--- src/com_rx_pkg.sv ---
package com_rx_pkg;

    // ********************
    // basic types
    // ********************

    typedef logic [7:0] byte_t;      // one received byte
    typedef logic [2:0] phase_t;     // bit position within a byte

    // ********************
    // protocol constants
    // ********************

    localparam byte_t PREAMBLE_BYTE = 8'h5A;   // repeated ahead of sync
    localparam byte_t SYNC_BYTE     = 8'h01;   // start of payload

    // frame state machine
    typedef enum logic [2:0] {
        IDLE,
        WAIT,
        HUNT,
        SEEK_SYNC,
        READ,
        DONE
    } rx_state_t;

    // hunter status toward the frame FSM
    typedef struct packed {
        logic locked;      // preamble confirmed
        logic boundary;    // aligned byte in window, only while locked
    } lock_s;

    // output byte strobe
    typedef struct packed {
        logic  valid;      // high for one cycle per byte
        byte_t data;
    } rx_byte_s;

endpackage

--- src/bit_window.sv ---
module bit_window (
    input  logic               clk,
    input  logic               rst,
    input  logic               arm,
    input  logic               din,
    output com_rx_pkg::byte_t  window,
    output com_rx_pkg::phase_t bit_phase
);

    // ********************
    // serial shift window
    // ********************

    // the newest bit enters at the lsb, so after eight shifts the
    // first bit of a byte sits at the msb
    com_rx_pkg::byte_t  shift_q;
    com_rx_pkg::phase_t phase_q;

    always_ff @(posedge clk or posedge rst) begin
        if (rst) begin
            shift_q <= '0;
        end else if (arm) begin
            shift_q <= {shift_q[6:0], din};   // msb first on the wire
        end else begin
            shift_q <= '0;                    // clean start for each hunt
        end
    end

    // ********************
    // bit phase counter
    // ********************

    always_ff @(posedge clk or posedge rst) begin
        if (rst) begin
            phase_q <= '0;
        end else if (arm) begin
            phase_q <= phase_q + 3'd1;        // wraps modulo 8
        end else begin
            phase_q <= '0;
        end
    end

    assign window    = shift_q;
    assign bit_phase = phase_q;

endmodule

--- src/preamble_hunter.sv ---
module preamble_hunter #(
    parameter int unsigned preamble_count = 2
) (
    input  logic               clk,
    input  logic               rst,
    input  logic               arm,
    input  com_rx_pkg::byte_t  window,
    input  com_rx_pkg::phase_t bit_phase,
    output com_rx_pkg::lock_s  lock
);

    localparam int unsigned    cnt_w    = $clog2(preamble_count + 1);
    localparam logic [cnt_w-1:0] cnt_full = cnt_w'(preamble_count);

    logic               locked_q;
    com_rx_pkg::phase_t match_phase;     // phase that carried the first preamble
    logic [cnt_w-1:0]   match_cnt;       // preambles seen back to back
    logic               hit;
    logic               at_phase;

    assign hit      = (window == com_rx_pkg::PREAMBLE_BYTE);
    assign at_phase = (bit_phase == match_phase);

    // ********************
    // search and confirm
    // ********************

    // any phase may start a candidate; after that only the recorded
    // phase is checked, once per byte
    always_ff @(posedge clk or posedge rst) begin
        if (rst) begin
            locked_q    <= 1'b0;
            match_phase <= '0;
            match_cnt   <= '0;
        end else if (!arm) begin
            locked_q    <= 1'b0;
            match_phase <= '0;
            match_cnt   <= '0;
        end else if (!locked_q) begin
            if (match_cnt == cnt_full) begin
                locked_q <= 1'b1;                   // enough preambles
            end else if (match_cnt == '0) begin
                if (hit) begin
                    match_phase <= bit_phase;
                    match_cnt   <= cnt_w'(1);
                end
            end else if (at_phase) begin
                if (hit) begin
                    match_cnt <= match_cnt + cnt_w'(1);
                end else begin
                    match_cnt <= '0;                // broken run, search again
                end
            end
        end
    end

    // ********************
    // lock status
    // ********************

    always_comb begin
        lock.locked   = locked_q;
        lock.boundary = locked_q & at_phase;   // every eighth cycle once locked
    end

endmodule

--- src/frame_ctrl.sv ---
module frame_ctrl (
    input  logic                 clk,
    input  logic                 rst,
    input  logic                 fire,
    input  com_rx_pkg::byte_t    window,
    input  com_rx_pkg::lock_s    lock,
    output logic                 arm,
    output com_rx_pkg::rx_byte_s rx_byte
);

    com_rx_pkg::rx_state_t state;
    com_rx_pkg::rx_state_t next_state;

    logic              sync_seen;
    logic              emit;
    logic              valid_q;
    com_rx_pkg::byte_t data_q;

    assign sync_seen = lock.boundary && (window == com_rx_pkg::SYNC_BYTE);
    assign emit      = (state == com_rx_pkg::READ) && lock.boundary && fire;

    // ********************
    // state register
    // ********************

    always_ff @(posedge clk or posedge rst) begin
        if (rst) begin
            state <= com_rx_pkg::IDLE;
        end else begin
            state <= next_state;
        end
    end

    // ********************
    // next state
    // ********************

    always_comb begin
        next_state = state;
        case (state)
            com_rx_pkg::IDLE: begin
                next_state = com_rx_pkg::WAIT;
            end
            com_rx_pkg::WAIT: begin
                if (fire) begin
                    next_state = com_rx_pkg::HUNT;
                end
            end
            com_rx_pkg::HUNT: begin
                if (lock.locked) begin
                    next_state = com_rx_pkg::SEEK_SYNC;
                end
            end
            com_rx_pkg::SEEK_SYNC: begin
                if (sync_seen) begin
                    next_state = com_rx_pkg::READ;   // payload follows
                end
            end
            com_rx_pkg::READ: begin
                if (lock.boundary && !fire) begin
                    next_state = com_rx_pkg::DONE;   // end of transfer
                end
            end
            com_rx_pkg::DONE: begin
                next_state = com_rx_pkg::WAIT;
            end
            default: begin
                next_state = com_rx_pkg::IDLE;
            end
        endcase
    end

    // front end runs only while a frame is in progress
    assign arm = (state == com_rx_pkg::HUNT) ||
                 (state == com_rx_pkg::SEEK_SYNC) ||
                 (state == com_rx_pkg::READ);

    // ********************
    // output strobe
    // ********************

    always_ff @(posedge clk or posedge rst) begin
        if (rst) begin
            valid_q <= 1'b0;
        end else begin
            valid_q <= emit;       // one cycle per byte
        end
    end

    always_ff @(posedge clk) begin
        if (emit) begin
            data_q <= window;
        end
    end

    always_comb begin
        rx_byte.valid = valid_q;
        rx_byte.data  = data_q;
    end

endmodule

--- src/com_rx_top.sv ---
module com_rx_top #(
    parameter int unsigned preamble_count = 2
) (
    input  logic                 clk,
    input  logic                 rst,
    input  logic                 fire,
    input  logic                 din,
    output com_rx_pkg::rx_byte_s rx_byte
);

    logic               arm;
    com_rx_pkg::byte_t  window;
    com_rx_pkg::phase_t bit_phase;
    com_rx_pkg::lock_s  lock;

    // ********************
    // serial front end
    // ********************

    bit_window u_bit_window (
        .clk       (clk),
        .rst       (rst),
        .arm       (arm),
        .din       (din),
        .window    (window),
        .bit_phase (bit_phase)
    );

    preamble_hunter #(
        .preamble_count (preamble_count)
    ) u_preamble_hunter (
        .clk       (clk),
        .rst       (rst),
        .arm       (arm),
        .window    (window),
        .bit_phase (bit_phase),
        .lock      (lock)
    );

    // ********************
    // frame control
    // ********************

    frame_ctrl u_frame_ctrl (
        .clk     (clk),
        .rst     (rst),
        .fire    (fire),
        .window  (window),
        .lock    (lock),
        .arm     (arm),
        .rx_byte (rx_byte)
    );

endmodule

--- config.mk ---
export PLATFORM = sky130hd
export DESIGN_NAME = com_rx_top
export DESIGN_NICKNAME = d
export VERILOG_FILES = /design/src/com_rx_pkg.sv /design/src/bit_window.sv /design/src/preamble_hunter.sv /design/src/frame_ctrl.sv /design/src/com_rx_top.sv
export SDC_FILE = /design/constraint.sdc
export NUM_CORES = 1
export LEC_CHECK = 0
export BUFFER_PORTS_ARGS = -buffer_cell sky130_fd_sc_hd__buf_2
export CORE_ASPECT_RATIO = 1.5
export CORE_MARGIN = 2
export CORE_UTILIZATION = 45
export CTS_BUF_LIST = sky130_fd_sc_hd__clkbuf_8
export DETAILED_ROUTE_END_ITERATION = 6
export PLACE_DENSITY = 0.62
export SLEW_MARGIN = 0
export SYNTH_ARGS = -nofsm -noshare
export SYNTH_HDL_FRONTEND = slang
export SYNTH_HIERARCHICAL = 1
export SYNTH_SLANG_ARGS = --single-unit
export TNS_END_PERCENT = 1
--- constraint.sdc ---
create_clock -name clk -period 2.7 [get_ports clk]
set_clock_uncertainty 0.05 [all_clocks]
set_input_delay 0.54 -clock clk [delete_from_list [all_inputs] [get_ports clk]]
set_output_delay 0.54 -clock clk [all_outputs]
set_load 0.02 [all_outputs]
==> flow_metrics.tcl <==
set metrics [dict create \
    outcome "finished clean" \
    synth_area_leaders "dfrtp_1 41%, edfxtp_1 19%, and2_1 4.9%" \
    post_cts_resized 0 \
    yosysUniqueCellTypes 33 \
    start_util_pct 47.64 \
    drt-initial-drc-count 14 \
    synthCells 100 \
    die_w_um 47.46 \
    cts_buffer_depth 2 \
    startpoint_type "flop" \
    grt_usage_pct 15.32 \
    rr_endpoint "u_preamble_hunter/match_phase[1]$_DFFE_PP0P_" \
    sw_frac_of_total_pct 28.61 \
    vias_per_cell 4.948 \
    holdCritPathClass "in -> async" \
    cts_root_buf "clkbuf_8" \
    final_common_cell "dfrtp_1" \
    power_frac_comb_pct 20.1 \
    drv_cap 0 \
    rr_worst_depth 5 \
    place.gp.congestion 0.7559 \
    drive_gt1_share_pct 26.50 \
    die-height_um 69.19 \
    syn_area_um2 1275 \
    final_nets 123 \
    worst_pin_slew_ns 0.6472 \
    cts_tree "yes" \
    io_buffers 12 \
    crit_chain "nand2b_1 > mux2i_1 > o21a_1 > a21o_2 > mux2i_1" \
    dr.pass1.iters 4 \
    seqPwrFrac_pct 50.6 \
    finalCritPeriodShare_pct 71.10 \
    r2r_start "u_frame_ctrl/state[0]$_DFFE_PP0P_" \
    tns_ns 0 \
    synth_nets 107 \
    post-cts-setup-buffers 0 \
    critPathCaptureType "flop" \
    crit_fanout 9 \
    drc 0 \
    grt_pass1_vias 784 \
    fill_cells 238 \
    clk-insertion-delay-late_ns 0.27 \
    cts.sinks 29 \
    worstPathArrival_ns 2.06 \
    fmax_mhz 520.9 \
    leakage_nw 0.6456 \
    die_area_um2 3284 \
    grt_max_degree 12 \
    clk_pin_slew_ns 0.06 \
    cpMaxStageDelayCell "mux2i_1" \
    crit_buf_inv 0 \
    num_rows 23 \
    fin_crit_ns 1.920 \
    grt-ovfl-total 0 \
    max-slew-margin-rel_pct 55.62 \
    cts_made_buffers 5 \
    yosysTopAreaCellShare_pct 41.22 \
    yosys_warnings 6 \
    whs_ns 0.1121 \
    grt_setup_unrepaired "no" \
    vias 762 \
    netSwitchingPower_mw 0.3283 \
    cts_max_level 2 \
    critPathKind "reg -> reg" \
    intPower_mw 0.8192 \
    synth_top_area_cell "dfrtp_1" \
    core-area_um2 2676 \
    cpPeakStageDelay_ns 0.52 \
    clockPowerShare_pct 29.3 \
    antenna_found_initial 0 \
    io_pins 13 \
    wl_per_cell_um 13.07 \
    diodes 0 \
    hpwl_mm 1.502 \
    syn_area_per_cell_um2 12.75 \
    drt_wl_total_mm 2.013 \
    hold_buffers 0 \
    r2r_setup_slack_ns 0.78 \
    p_per_area_nw_per_um2 790.6 \
    ant_nets 0 \
    area_growth_pct 13.84 \
    path_common_cell "mux2i_1" \
    ys_ff_latch 29 \
    hold_viol 0 \
    required_ns 2.84 \
    setup_viol 0 \
    slew_viol_final 0 \
    critPathTopFamily "multiplexers" \
    grt_pass1_wl_mm 3.532 \
    final_cell_mix "21 x dfrtp_1, 12 x buf_2, 10 x and2_1, 9 x inv_1, 8 x edfxtp_1" \
    yosysSeqAreaShare_pct 60.06 \
    ir_drop_mv 0.5285 \
]
-- cell usage after synthesis --
library cell and instances:
and2_1 10, nor4_1 1, and4bb_2 2, nand4b_1 1, edfxtp_1 8, a21oi_1 1, mux2i_1 6, inv_1 9
nor2b_1 2, o22ai_2 1, a21o_2 1, clkbuf_1 1, dfrtp_1 21, or4_4 2, buf_4 3, nor3_1 1
xor2_1 1, nor2_1 1, and4_1 1, nand2_1 6, ha_1 3, a311oi_1 1, o21a_1 1, nand2b_1 3
a31o_2 2, nand3_1 1, nand3_2 1, o221ai_1 1, xnor2_1 3, nand3b_1 2, o22a_1 1, a21o_1 1
buf_2 1
-- per-stage QoR --
step	area, µm²	total power [mW]	cells	worst slack, ns	util, %
after global routing	1451	1.234	154	0.6122	54.23
after CTS	1451	1.165	154	0.7732	54.23
after global placement	1365	0.8126	146	0.9504	51.01
final	1451	1.147	154	0.7803	54.23
after detailed placement	1365	0.8180	146	0.8471	51.01
after floorplan	1275	0.7708	100	0.7306	-
-- power by group through the flow --
stage                     Sequential (mW)  Clock, mW  Combinational (mW)
after floorplan                     0.572          0               0.199
after global placement              0.587          0               0.226
after detailed placement            0.590          0               0.228
after CTS                           0.581      0.349               0.235
after global routing                0.590      0.371               0.273
final                               0.580      0.336               0.231
-- cell families after synthesis --
logic type,Yosys count,synth area share (%)
adder cells (fa/ha/maj),3,2.944
AO/OA/AOI/OAI,10,6.674
buffers and inverters,14,5.102
multiplexers,6,4.711
flip-flops,29,60.06
XOR/XNOR,4,2.748
AND/OR/NAND/NOR,34,17.76
-- registers in the layout (all words and copies together), names as in the netlist --
| name | count |
|---|---|
| u_frame_ctrl/data_q | 8 |
| u_bit_window/window | 8 |
| u_preamble_hunter/locked_q | 1 |
| u_frame_ctrl/state | 3 |
| u_frame_ctrl/valid_q | 1 |
| u_preamble_hunter/match_phase | 3 |
| u_bit_window/bit_phase | 3 |
| u_preamble_hunter/match_cnt | 2 |
-- cell type report --
class	instances	area [µm²]	share of cell area, %
flip-flops and latches	29	765.7	52.76
multi-input cells	57	444.2	30.60
repair buffers	14	75.07	5.172
clock buffers	5	68.82	4.741
well taps	37	46.29	3.190
inverters	9	33.78	2.328
clock inverters	3	17.52	1.207
-- worst register-to-register path: cells and delay by family (launching register included) --
family / cells / cell delay [ns]
AND/OR/NAND/NOR: 1 / 0.21
multiplexers: 2 / 0.74
flip-flops: 1 / 0.43
AO/OA/AOI/OAI: 2 / 0.40
-- per-layer routing --
metal | GRT usage, % | up-vias | wire, µm
met5 | 0 | - | 0
met4 | 8.025 | 0 | 29
met3 | 6.510 | 4 | 72
met2 | 22.52 | 14 | 1103
met1 | 18.28 | 370 | 808
li1 | - | 374 | -
-- how the worst max path moves through the flow --
stage / from / endpoint / slack [ns] / cells past startpoint
floorplan: u_bit_window/bit_phase[0]$_DFF_PP0_ / u_frame_ctrl/data_q[0]$_DFFE_PP_ / 0.73 / 4
global placement: u_frame_ctrl/state[0]$_DFFE_PP0P_ / u_preamble_hunter/match_phase[2]$_DFFE_PP0P_ / 0.95 / 5
detailed placement: u_frame_ctrl/state[0]$_DFFE_PP0P_ / u_preamble_hunter/match_phase[0]$_DFFE_PP0P_ / 0.85 / 5
CTS: u_frame_ctrl/state[0]$_DFFE_PP0P_ / u_preamble_hunter/match_phase[1]$_DFFE_PP0P_ / 0.77 / 5
global route: u_frame_ctrl/state[0]$_DFFE_PP0P_ / u_preamble_hunter/match_phase[1]$_DFFE_PP0P_ / 0.61 / 5
finish: u_frame_ctrl/state[0]$_DFFE_PP0P_ / u_preamble_hunter/match_phase[1]$_DFFE_PP0P_ / 0.78 / 5
Note: power is estimated with default switching activity, not from simulation.
